`config.mk`:
```
export PLATFORM = sky130hd
export DESIGN_NAME = execute_stage
export DESIGN_NICKNAME = d
export VERILOG_FILES = /design/src/isa_pkg.sv /design/src/exec_pkg.sv /design/src/lane_alu.sv /design/src/div_arbiter.sv /design/src/serial_divider.sv /design/src/execute_stage.sv
export VERILOG_INCLUDE_DIRS = /design/src
export SDC_FILE = /design/constraint.sdc
export NUM_CORES = 2
export LEC_CHECK = 0
export ABC_CLOCK_PERIOD_IN_PS = 7900
export BUFFER_PORTS_ARGS = -buffer_cell sky130_fd_sc_hd__buf_4
export CORE_UTILIZATION = 39
export CTS_CLUSTER_DIAMETER = 50
export DETAILED_ROUTE_END_ITERATION = 12
export GPL_TIMING_DRIVEN = 0
export SETUP_SLACK_MARGIN = 0.2
export SLEW_MARGIN = 20
export SYNTH_ARGS = -nofsm -noshare
export SYNTH_HDL_FRONTEND = slang
export SYNTH_SLANG_ARGS = --single-unit
export TNS_END_PERCENT = 5
```
`constraint.sdc`:
```
create_clock -name clock -period 7.9 [get_ports clock]
set_input_delay 1.58 -clock clock [delete_from_list [all_inputs] [get_ports clock]]
set_output_delay 1.58 -clock clock [all_outputs]
set_load 0.005 [all_outputs]
```
`src/exec_defs.svh`:
```
`ifndef EXEC_DEFS_SVH
`define EXEC_DEFS_SVH

// integer datapath width
`define XLEN 32

// restoring divider iterations, one per quotient bit
`define DIV_STEPS `XLEN

`endif

```
`src/isa_pkg.sv`:
```
package isa_pkg;

  typedef struct packed {
    logic [6:0] funct7;
    logic [4:0] rs2;
    logic [4:0] rs1;
    logic [2:0] funct3;
    logic [4:0] rd;
    logic [6:0] opcode;
  } r_format_t;

  typedef struct packed {
    logic [11:0] imm12;
    logic [4:0]  rs1;
    logic [2:0]  funct3;
    logic [4:0]  rd;
    logic [6:0]  opcode;
  } i_format_t;

  // one instruction word, read as register or immediate format
  typedef union packed {
    r_format_t r_format;
    i_format_t i_format;
  } instr_t;

  localparam logic [6:0] OPCODE_OP     = 7'b0110011;
  localparam logic [6:0] OPCODE_OP_IMM = 7'b0010011;

  localparam logic [6:0] FUNCT7_BASE   = 7'b0000000;
  localparam logic [6:0] FUNCT7_ALT    = 7'b0100000;
  localparam logic [6:0] FUNCT7_MULDIV = 7'b0000001;

  // base integer group
  localparam logic [2:0] FUNCT3_ADD_SUB = 3'b000;
  localparam logic [2:0] FUNCT3_SLL     = 3'b001;
  localparam logic [2:0] FUNCT3_SLT     = 3'b010;
  localparam logic [2:0] FUNCT3_SLTU    = 3'b011;
  localparam logic [2:0] FUNCT3_XOR     = 3'b100;
  localparam logic [2:0] FUNCT3_SR      = 3'b101;
  localparam logic [2:0] FUNCT3_OR      = 3'b110;
  localparam logic [2:0] FUNCT3_AND     = 3'b111;

  // upper half of the M extension
  localparam logic [2:0] FUNCT3_DIV  = 3'b100;
  localparam logic [2:0] FUNCT3_DIVU = 3'b101;
  localparam logic [2:0] FUNCT3_REM  = 3'b110;
  localparam logic [2:0] FUNCT3_REMU = 3'b111;

endpackage

```
`src/exec_pkg.sv`:
```
package exec_pkg;

  typedef enum logic [3:0] {
    alu_add,
    alu_sub,
    alu_sll,
    alu_slt,
    alu_sltu,
    alu_xor,
    alu_srl,
    alu_sra,
    alu_or,
    alu_and
  } alu_op_t;

  typedef enum logic [1:0] {
    div_div,
    div_divu,
    div_rem,
    div_remu
  } div_op_t;

  // values follow mcause
  typedef enum logic [3:0] {
    ecause_none                = 4'd0,
    ecause_illegal_instruction = 4'd2
  } ecause_t;

endpackage

```
`src/lane_alu.sv`:
```
`include "exec_defs.svh"

module lane_alu (
  input  logic              issue_valid,
  input  isa_pkg::instr_t   instr,
  input  logic [`XLEN-1:0]  rs1_data,
  input  logic [`XLEN-1:0]  rs2_data,
  input  logic              div_done,
  input  logic [`XLEN-1:0]  div_result,
  output logic [`XLEN-1:0]  result,
  output logic [4:0]        rd,
  output logic              wren,
  output logic              exception,
  output exec_pkg::ecause_t ecause,
  output logic              div_req,
  output exec_pkg::div_op_t div_op,
  output logic [`XLEN-1:0]  div_dividend,
  output logic [`XLEN-1:0]  div_divisor,
  output logic              div_wait
);
  import isa_pkg::*;
  import exec_pkg::*;

  alu_op_t alu_op;
  logic is_imm;
  logic is_div;
  logic illegal;
  logic [`XLEN-1:0] imm_ext;
  logic [`XLEN-1:0] operand_b;
  logic [`XLEN-1:0] alu_result;
  logic [$clog2(`XLEN)-1:0] shamt;

  always_comb begin
    alu_op = alu_add;
    div_op = div_div;
    is_imm = 1'b0;
    is_div = 1'b0;
    illegal = 1'b0;
    case (instr.r_format.opcode)
      OPCODE_OP: begin
        case ({instr.r_format.funct7, instr.r_format.funct3})
          {FUNCT7_BASE, FUNCT3_ADD_SUB}: alu_op = alu_add;
          {FUNCT7_ALT, FUNCT3_ADD_SUB}: alu_op = alu_sub;
          {FUNCT7_BASE, FUNCT3_SLL}: alu_op = alu_sll;
          {FUNCT7_BASE, FUNCT3_SLT}: alu_op = alu_slt;
          {FUNCT7_BASE, FUNCT3_SLTU}: alu_op = alu_sltu;
          {FUNCT7_BASE, FUNCT3_XOR}: alu_op = alu_xor;
          {FUNCT7_BASE, FUNCT3_SR}: alu_op = alu_srl;
          {FUNCT7_ALT, FUNCT3_SR}: alu_op = alu_sra;
          {FUNCT7_BASE, FUNCT3_OR}: alu_op = alu_or;
          {FUNCT7_BASE, FUNCT3_AND}: alu_op = alu_and;
          {FUNCT7_MULDIV, FUNCT3_DIV}: begin
            is_div = 1'b1;
            div_op = div_div;
          end
          {FUNCT7_MULDIV, FUNCT3_DIVU}: begin
            is_div = 1'b1;
            div_op = div_divu;
          end
          {FUNCT7_MULDIV, FUNCT3_REM}: begin
            is_div = 1'b1;
            div_op = div_rem;
          end
          {FUNCT7_MULDIV, FUNCT3_REMU}: begin
            is_div = 1'b1;
            div_op = div_remu;
          end
          // multiply and unknown funct7 land here
          default: illegal = 1'b1;
        endcase
      end
      OPCODE_OP_IMM: begin
        is_imm = 1'b1;
        case (instr.i_format.funct3)
          FUNCT3_ADD_SUB: alu_op = alu_add;
          FUNCT3_SLT: alu_op = alu_slt;
          FUNCT3_SLTU: alu_op = alu_sltu;
          FUNCT3_XOR: alu_op = alu_xor;
          FUNCT3_OR: alu_op = alu_or;
          FUNCT3_AND: alu_op = alu_and;
          // shift immediates are not part of this stage
          default: illegal = 1'b1;
        endcase
      end
      default: illegal = 1'b1;
    endcase
    exception = issue_valid & illegal;
    div_req = issue_valid & is_div;
  end

  assign imm_ext = {{(`XLEN-12){instr.i_format.imm12[11]}}, instr.i_format.imm12};
  assign operand_b = is_imm ? imm_ext : rs2_data;
  assign shamt = operand_b[$clog2(`XLEN)-1:0];

  always_comb begin
    case (alu_op)
      alu_add: alu_result = rs1_data + operand_b;
      alu_sub: alu_result = rs1_data - operand_b;
      alu_sll: alu_result = rs1_data << shamt;
      alu_slt: alu_result = {{(`XLEN-1){1'b0}}, $signed(rs1_data) < $signed(operand_b)};
      alu_sltu: alu_result = {{(`XLEN-1){1'b0}}, rs1_data < operand_b};
      alu_xor: alu_result = rs1_data ^ operand_b;
      alu_srl: alu_result = rs1_data >> shamt;
      alu_sra: alu_result = $signed(rs1_data) >>> shamt;
      alu_or: alu_result = rs1_data | operand_b;
      alu_and: alu_result = rs1_data & operand_b;
      default: alu_result = '0;
    endcase
  end

  assign rd = instr.r_format.rd;
  assign wren = issue_valid & ~illegal & (rd != 5'd0);
  assign ecause = exception ? ecause_illegal_instruction : ecause_none;
  assign div_dividend = rs1_data;
  assign div_divisor = rs2_data;
  // lane holds the stage until its quotient or remainder is parked
  assign div_wait = div_req & ~div_done;
  assign result = (is_div && div_done) ? div_result : alu_result;

endmodule

```
`src/div_arbiter.sv`:
```
`include "exec_defs.svh"

module div_arbiter (
  input  logic              clock,
  input  logic              reset,
  input  logic              advance,
  input  logic              req0,
  input  logic              req1,
  input  exec_pkg::div_op_t op0,
  input  exec_pkg::div_op_t op1,
  input  logic [`XLEN-1:0]  dividend0,
  input  logic [`XLEN-1:0]  dividend1,
  input  logic [`XLEN-1:0]  divisor0,
  input  logic [`XLEN-1:0]  divisor1,
  input  logic              div_busy,
  input  logic              div_done,
  input  logic [`XLEN-1:0]  div_result,
  output logic              start,
  output exec_pkg::div_op_t op,
  output logic [`XLEN-1:0]  dividend,
  output logic [`XLEN-1:0]  divisor,
  output logic              done0,
  output logic              done1,
  output logic [`XLEN-1:0]  result0,
  output logic [`XLEN-1:0]  result1
);

  logic owner_valid;
  logic owner_lane;
  logic want0;
  logic want1;
  logic grant_lane;

  // a lane wants the divider until its result is parked
  assign want0 = req0 & ~done0;
  assign want1 = req1 & ~done1;
  // lane 0 goes first
  assign grant_lane = ~want0;
  assign start = ~div_busy & ~owner_valid & (want0 | want1);
  assign op = grant_lane ? op1 : op0;
  assign dividend = grant_lane ? dividend1 : dividend0;
  assign divisor = grant_lane ? divisor1 : divisor0;

  always_ff @(posedge clock) begin
    if (!reset) begin
      owner_valid <= 1'b0;
      owner_lane <= 1'b0;
      done0 <= 1'b0;
      done1 <= 1'b0;
    end else begin
      if (start) begin
        owner_valid <= 1'b1;
        owner_lane <= grant_lane;
      end else if (div_done) begin
        owner_valid <= 1'b0;
      end
      if (advance) begin
        done0 <= 1'b0;
        done1 <= 1'b0;
      end else if (div_done) begin
        done0 <= done0 | ~owner_lane;
        done1 <= done1 | owner_lane;
      end
    end
  end

  always_ff @(posedge clock) begin
    if (div_done && !owner_lane) begin
      result0 <= div_result;
    end
    if (div_done && owner_lane) begin
      result1 <= div_result;
    end
  end

  // the divider answers within its worst case latency
  assert property (@(posedge clock) disable iff (!reset)
    start |-> ##[1:`DIV_STEPS+2] div_done)
    else $error("div_arbiter: divider never finished");

  assert property (@(posedge clock) disable iff (!reset) div_done |-> owner_valid)
    else $error("div_arbiter: divider result with no owning lane");

endmodule

```
`src/serial_divider.sv`:
```
`include "exec_defs.svh"

module serial_divider (
  input  logic              clock,
  input  logic              reset,
  input  logic              start,
  input  exec_pkg::div_op_t op,
  input  logic [`XLEN-1:0]  dividend,
  input  logic [`XLEN-1:0]  divisor,
  output logic              busy,
  output logic              done,
  output logic [`XLEN-1:0]  result
);
  import exec_pkg::*;

  logic stepping;
  logic fixing;
  logic [$clog2(`DIV_STEPS)-1:0] count;
  logic [`XLEN-1:0] quot;
  logic [`XLEN-1:0] rem_acc;
  logic [`XLEN-1:0] divisor_mag;
  logic neg_quot;
  logic neg_rem;
  logic want_rem;
  logic is_signed;
  logic dividend_neg;
  logic divisor_neg;
  logic [`XLEN:0] rem_shift;
  logic [`XLEN:0] trial;

  assign is_signed = (op == div_div) || (op == div_rem);
  assign dividend_neg = is_signed & dividend[`XLEN-1];
  assign divisor_neg = is_signed & divisor[`XLEN-1];
  assign busy = stepping | fixing;

  // shift the next dividend bit in and try the subtraction
  assign rem_shift = {rem_acc, quot[`XLEN-1]};
  assign trial = rem_shift - {1'b0, divisor_mag};

  always_ff @(posedge clock) begin
    if (!reset) begin
      stepping <= 1'b0;
      fixing <= 1'b0;
      done <= 1'b0;
      count <= '0;
    end else begin
      done <= 1'b0;
      if (start && !busy) begin
        if (divisor == '0) begin
          done <= 1'b1;
        end else begin
          stepping <= 1'b1;
          count <= '0;
        end
      end else if (stepping) begin
        count <= count + 1'b1;
        if (count == ($clog2(`DIV_STEPS))'(`DIV_STEPS - 1)) begin
          stepping <= 1'b0;
          fixing <= 1'b1;
        end
      end else if (fixing) begin
        fixing <= 1'b0;
        done <= 1'b1;
      end
    end
  end

  always_ff @(posedge clock) begin
    if (start && !busy) begin
      quot <= dividend_neg ? -dividend : dividend;
      rem_acc <= '0;
      divisor_mag <= divisor_neg ? -divisor : divisor;
      neg_quot <= dividend_neg ^ divisor_neg;
      neg_rem <= dividend_neg;
      want_rem <= (op == div_rem) || (op == div_remu);
      // divide by zero answer, replaced later for a real divide
      result <= ((op == div_rem) || (op == div_remu)) ? dividend : '1;
    end else if (stepping) begin
      if (!trial[`XLEN]) begin
        rem_acc <= trial[`XLEN-1:0];
        quot <= {quot[`XLEN-2:0], 1'b1};
      end else begin
        rem_acc <= rem_shift[`XLEN-1:0];
        quot <= {quot[`XLEN-2:0], 1'b0};
      end
    end else if (fixing) begin
      // most negative / -1 negates back to the dividend with remainder 0
      if (want_rem) begin
        result <= neg_rem ? -rem_acc : rem_acc;
      end else begin
        result <= neg_quot ? -quot : quot;
      end
    end
  end

  assert property (@(posedge clock) disable iff (!reset) done |=> !done)
    else $error("serial_divider: done held longer than one cycle");

endmodule

```
`src/execute_stage.sv`:
```
`include "exec_defs.svh"

module execute_stage (
  input  logic              clock,
  input  logic              reset,
  input  logic              issue_valid,
  input  isa_pkg::instr_t   lane0_instr,
  input  logic [`XLEN-1:0]  lane0_rs1_data,
  input  logic [`XLEN-1:0]  lane0_rs2_data,
  input  isa_pkg::instr_t   lane1_instr,
  input  logic [`XLEN-1:0]  lane1_rs1_data,
  input  logic [`XLEN-1:0]  lane1_rs2_data,
  output logic              stall,
  output logic              out_valid,
  output logic [`XLEN-1:0]  lane0_result,
  output logic [4:0]        lane0_rd,
  output logic              lane0_wren,
  output logic              lane0_exception,
  output exec_pkg::ecause_t lane0_ecause,
  output logic [`XLEN-1:0]  lane1_result,
  output logic [4:0]        lane1_rd,
  output logic              lane1_wren,
  output logic              lane1_exception,
  output exec_pkg::ecause_t lane1_ecause
);
  import exec_pkg::*;

  logic advance;
  logic lane1_issue;
  logic [`XLEN-1:0] l0_result, l1_result;
  logic [4:0] l0_rd, l1_rd;
  logic l0_wren, l1_wren;
  logic l0_exception, l1_exception;
  ecause_t l0_ecause, l1_ecause;
  logic l0_div_req, l1_div_req;
  div_op_t l0_div_op, l1_div_op;
  logic [`XLEN-1:0] l0_dividend, l1_dividend;
  logic [`XLEN-1:0] l0_divisor, l1_divisor;
  logic l0_wait, l1_wait;
  logic done0, done1;
  logic [`XLEN-1:0] result0, result1;
  logic div_start;
  logic div_busy;
  logic div_done;
  div_op_t div_op;
  logic [`XLEN-1:0] div_dividend, div_divisor, div_result;

  // an exception on lane 0 kills lane 1 before it writes, traps or divides
  assign lane1_issue = issue_valid & ~l0_exception;
  assign stall = issue_valid & (l0_wait | l1_wait);
  assign advance = issue_valid & ~stall;

  lane_alu lane0 (
    .issue_valid  (issue_valid),
    .instr        (lane0_instr),
    .rs1_data     (lane0_rs1_data),
    .rs2_data     (lane0_rs2_data),
    .div_done     (done0),
    .div_result   (result0),
    .result       (l0_result),
    .rd           (l0_rd),
    .wren         (l0_wren),
    .exception    (l0_exception),
    .ecause       (l0_ecause),
    .div_req      (l0_div_req),
    .div_op       (l0_div_op),
    .div_dividend (l0_dividend),
    .div_divisor  (l0_divisor),
    .div_wait     (l0_wait)
  );

  lane_alu lane1 (
    .issue_valid  (lane1_issue),
    .instr        (lane1_instr),
    .rs1_data     (lane1_rs1_data),
    .rs2_data     (lane1_rs2_data),
    .div_done     (done1),
    .div_result   (result1),
    .result       (l1_result),
    .rd           (l1_rd),
    .wren         (l1_wren),
    .exception    (l1_exception),
    .ecause       (l1_ecause),
    .div_req      (l1_div_req),
    .div_op       (l1_div_op),
    .div_dividend (l1_dividend),
    .div_divisor  (l1_divisor),
    .div_wait     (l1_wait)
  );

  div_arbiter arbiter0 (
    .clock      (clock),
    .reset      (reset),
    .advance    (advance),
    .req0       (l0_div_req),
    .req1       (l1_div_req),
    .op0        (l0_div_op),
    .op1        (l1_div_op),
    .dividend0  (l0_dividend),
    .dividend1  (l1_dividend),
    .divisor0   (l0_divisor),
    .divisor1   (l1_divisor),
    .div_busy   (div_busy),
    .div_done   (div_done),
    .div_result (div_result),
    .start      (div_start),
    .op         (div_op),
    .dividend   (div_dividend),
    .divisor    (div_divisor),
    .done0      (done0),
    .done1      (done1),
    .result0    (result0),
    .result1    (result1)
  );

  serial_divider divider0 (
    .clock    (clock),
    .reset    (reset),
    .start    (div_start),
    .op       (div_op),
    .dividend (div_dividend),
    .divisor  (div_divisor),
    .busy     (div_busy),
    .done     (div_done),
    .result   (div_result)
  );

  always_ff @(posedge clock) begin
    if (!reset) begin
      out_valid <= 1'b0;
      lane0_wren <= 1'b0;
      lane0_exception <= 1'b0;
      lane1_wren <= 1'b0;
      lane1_exception <= 1'b0;
    end else begin
      out_valid <= advance;
      lane0_wren <= advance & l0_wren;
      lane0_exception <= advance & l0_exception;
      lane1_wren <= advance & l1_wren;
      lane1_exception <= advance & l1_exception;
    end
  end

  always_ff @(posedge clock) begin
    if (advance) begin
      lane0_result <= l0_result;
      lane0_rd <= l0_rd;
      lane0_ecause <= l0_ecause;
      lane1_result <= l1_result;
      lane1_rd <= l1_rd;
      lane1_ecause <= l1_ecause;
    end
  end

  // a stalled issue stays presented unchanged until it is accepted
  assert property (@(posedge clock) disable iff (!reset)
    stall |=> issue_valid && $stable(lane0_instr) && $stable(lane0_rs1_data)
      && $stable(lane0_rs2_data) && $stable(lane1_instr) && $stable(lane1_rs1_data)
      && $stable(lane1_rs2_data))
    else $error("execute_stage: issue inputs changed while stalled");

endmodule

```
==> impl_metrics.tcl <==
set metrics [dict create \
    cts_max_level 2 \
    fill_cells 9463 \
    first_iter_violations 8000 \
    path_clk_slew_ns 0.06 \
    postSynthCellCount 4869 \
    hold_violations 0 \
    setup-tns-final_ns -0.210 \
    drt-total-wl_um 236000 \
    cts_tree "yes" \
    met1_length_um 94100 \
    area_growth_pct 15.0 \
    crit_start "lane0_instr[5]" \
    boundaryPins 283 \
    failed_checks "setup timing" \
    hold_end "arbiter0.result1[14]" \
    r2r-start "arbiter0.done0" \
    vias 45000 \
    max-vdd-ir-drop_v 0.000152 \
    tightest_slew_ns 1.42 \
    ff_latch_area_um2 8160 \
    ys_ff_latch 288 \
    clkLatencyLatePin_ns 0.61 \
    period_minus_slack_ns 8.07 \
    synth-async-reset-ratio_pct 0 \
    skew_ns 0.0335 \
    cts_buffers 42 \
    grt_max_degree 65 \
    worstPathArrival_ns 8.39 \
    wl_met3_um 40400 \
    avgSynthCellArea_um2 7.44 \
    synth-main-ff-cell "edfxtp_1" \
    p_leak_uw 0.0164 \
    hold_depth 0 \
    dr.pass1.iters 9 \
    hp-start "divider0.result[14]" \
    dp_hpwl_um 194000 \
    dr_wl_met2_um 87600 \
    crit_path_start_kind "input pin" \
    period_share_pct 102 \
    route.detailed.drc 0 \
    place.gp.congestion 1.19 \
    core_um2 91800 \
    worstPathMaxFanout 10 \
    grt_overflow_total 0 \
    postCtsSetupRepairBufs 0 \
    drive_gt1_share_pct 11.6 \
    ys_types 120 \
    r2r_slack_ns 2.50 \
    numPlacedInstances 6388 \
    initial_core_util_pct 39.5 \
    clkSinkCount 288 \
    worstRegToRegCells 19 \
    rsz0062_at_grt "true" \
    fin_nets 5611 \
    highest_layer "met5" \
    viasPerCell 6.94 \
    hold_path.class "reg -> reg" \
    synth_seq_area_share_pct 22.5 \
    reg2reg_to "divider0.count[2]" \
    dieArea_um2 94100 \
    yosys_warnings 0 \
    grt_pass1_wl_um 319000 \
    final_cells 6475 \
    slew_viol_final 0 \
    die_x_um 307 \
    dp_slack_ns -1.53 \
    finish.utilization_pct 45.4 \
    root_buffer "clkbuf_16" \
    die_h_um 307 \
    port_buffers 257 \
    rows 111 \
    grt_antenna_before_repair 22 \
    endpoint_kind "flop" \
    cellPowerDensity_nw_per_um2 144 \
    status "finished, violations left" \
    cts_buffer_depth 3 \
    path_class "in -> reg" \
    grt_pass1_vias 40600 \
    maxCapViolations 0 \
    synth_area_um2 36200 \
    drt.antenna.violating_nets 0 \
    setup_viol 2 \
    relSlewSlack_pct 5.24 \
    clock.fmax_mhz 124 \
    required_ns 8.22 \
    grtUsageTotal_pct 48.0 \
    fin_ws_ns -0.167 \
    wire_per_inst_um 36.4 \
    multi_input_area_um2 25800 \
    synth-edff-count 239 \
]
-- worst max-delay path, stage by stage --
cell and delay [ns]:
buf_2 0.20, clkbuf_1 0.27, o31ai_1 0.38, and2_1 0.17, clkbuf_1 0.56, inv_1 0.46, clkbuf_2 0.45, buf_2 0.35
clkdlybuf4s15_2 0.48, ha_1 0.49, o211a_1 0.17, o31ai_1 0.11, a32o_1 0.34, o31a_1 0.45, o21ai_1 0.51, a21boi_0 0.23
o31ai_1 0.46, a21oi_1 0.16, mux2i_1 0.15, a211oi_1 0.24, nor2_1 0.13
-- metrics by stage --
stage	area (µm²)	hold WS, ns	power [µW]
detailed placement	40000	0.437	3790
finish	41700	0.453	5980
global placement	39700	0.429	3810
CTS	41600	0.451	5810
global route	41600	0.459	6070
floorplan	36300	0.421	2850
-- sequential cells by signal, summed over array words and instances, names as in the netlist, 5 cells and up --
register              cells
lane0_rd                  5
divider0.divisor_mag     32
divider0.result          32
divider0.count            5
lane1_result             32
lane0_result             32
lane1_rd                  5
divider0.rem_acc         32
arbiter0.result0         32
arbiter0.result1         32
divider0.quot            32
-- cell families after synthesis --
logic type	count (synthesis)	share of synthesized area, %
other	1	0.0103
buffers and inverters	609	6.82
AOI/OAI and AO/OA	1665	29.8
DFF	288	22.5
muxes	203	6.39
and+or+nand+nor	1683	21.9
xor gates and xnor gates	193	4.67
adders and majority gates	227	7.90
-- cell usage after synthesis (all sizes together) (85+ instances only) --
cell | number | area share, %
nand3 | 123 | 1.7
clkbuf | 227 | 2.4
ha | 224 | 7.7
o21ai | 356 | 5.0
inv | 249 | 2.6
a21oi | 494 | 6.8
nor2 | 502 | 5.3
a21o | 85 | 1.8
xnor2 | 116 | 2.8
mux2i | 165 | 4.6
nand2 | 468 | 4.9
buf | 131 | 1.9
nor3 | 247 | 3.5
edfxtp | 239 | 20
-- final cells by class --
| cell class | count | area share [%] |
|---|---|---|
| multi-input combinational | 3977 | 61.9 |
| sequential | 288 | 19.6 |
| timing repair buffer | 272 | 5.08 |
| tap | 1243 | 3.73 |
| buffer | 357 | 3.70 |
| clock buffer | 51 | 2.78 |
| inverter | 251 | 2.28 |
| clock inverter | 27 | 0.859 |
| antenna | 9 | 0.0541 |
-- layer usage --
metal | track usage [%] | vias to the layer above
met2 | 62.8 | 3769
li1 | - | 18700
met1 | 64.8 | 21700
met3 | 24.4 | 753
met4 | 20.8 | 32
met5 | 1.14 | -
-- worst max path at each step --
stage / end / slack [ns]
5_1_grt: lane0_result[30] / -0.04
3_5_place_dp: lane0_result[31] / -1.53
6_report: lane0_result[30] / -0.17
4_1_cts: lane1_result[26] / 0.19
3_3_place_gp: lane0_result[31] / -1.99
2_1_floorplan: lane1_result[29] / 1.41
-- layout by cell type, fill, tap and decap left out, types with 27 or more instances in the layout --
cell type / Yosys / final
buf_2: 83 / 86
clkbuf_1: 226 / 224
nand2b_1: 42 / 42
a21o_1: 85 / 85
a21oi_1: 493 / 491
o21a_1: 41 / 41
or3_1: 37 / 37
nand4_1: 31 / 31
o211ai_1: 73 / 73
nor3_1: 242 / 239
clkbuf_16: 0 / 44
a211oi_1: 74 / 72
o22ai_1: 42 / 42
xor2_1: 77 / 77
nor4_1: 40 / 38
or4_1: 27 / 27
and2_1: 31 / 30
dfxtp_1: 49 / 49
and3_1: 35 / 35
nand3_1: 120 / 120
a31oi_1: 81 / 81
inv_1: 243 / 241
ha_1: 224 / 224
o21bai_1: 34 / 34
buf_4: 19 / 282
nor2b_1: 32 / 31
edfxtp_1: 239 / 239
o21ai_0: 346 / 341
nand2_1: 466 / 465
nor2_1: 498 / 497
mux2i_1: 165 / 163
xnor2_1: 116 / 116
o31ai_1: 47 / 46
-- timing repair --
| action | CTS | global route |
|---|---|---|
| setup endpoints to repair | 31 | 22 |
| hold buffers | 0 | 0 |
| endpoints found under the hold margin | 0 | 0 |
| gates resized for setup | 11 | 15 |
-- where the power goes --
part           switching [µW]  internal (µW)  total [µW]  leakage [µW]
Combinational            1540            668        2210        0.0131
Clock                     803           1240        2040      0.000735
Sequential               20.9           1710        1730       0.00261
Power figures use the tool's default switching activity.
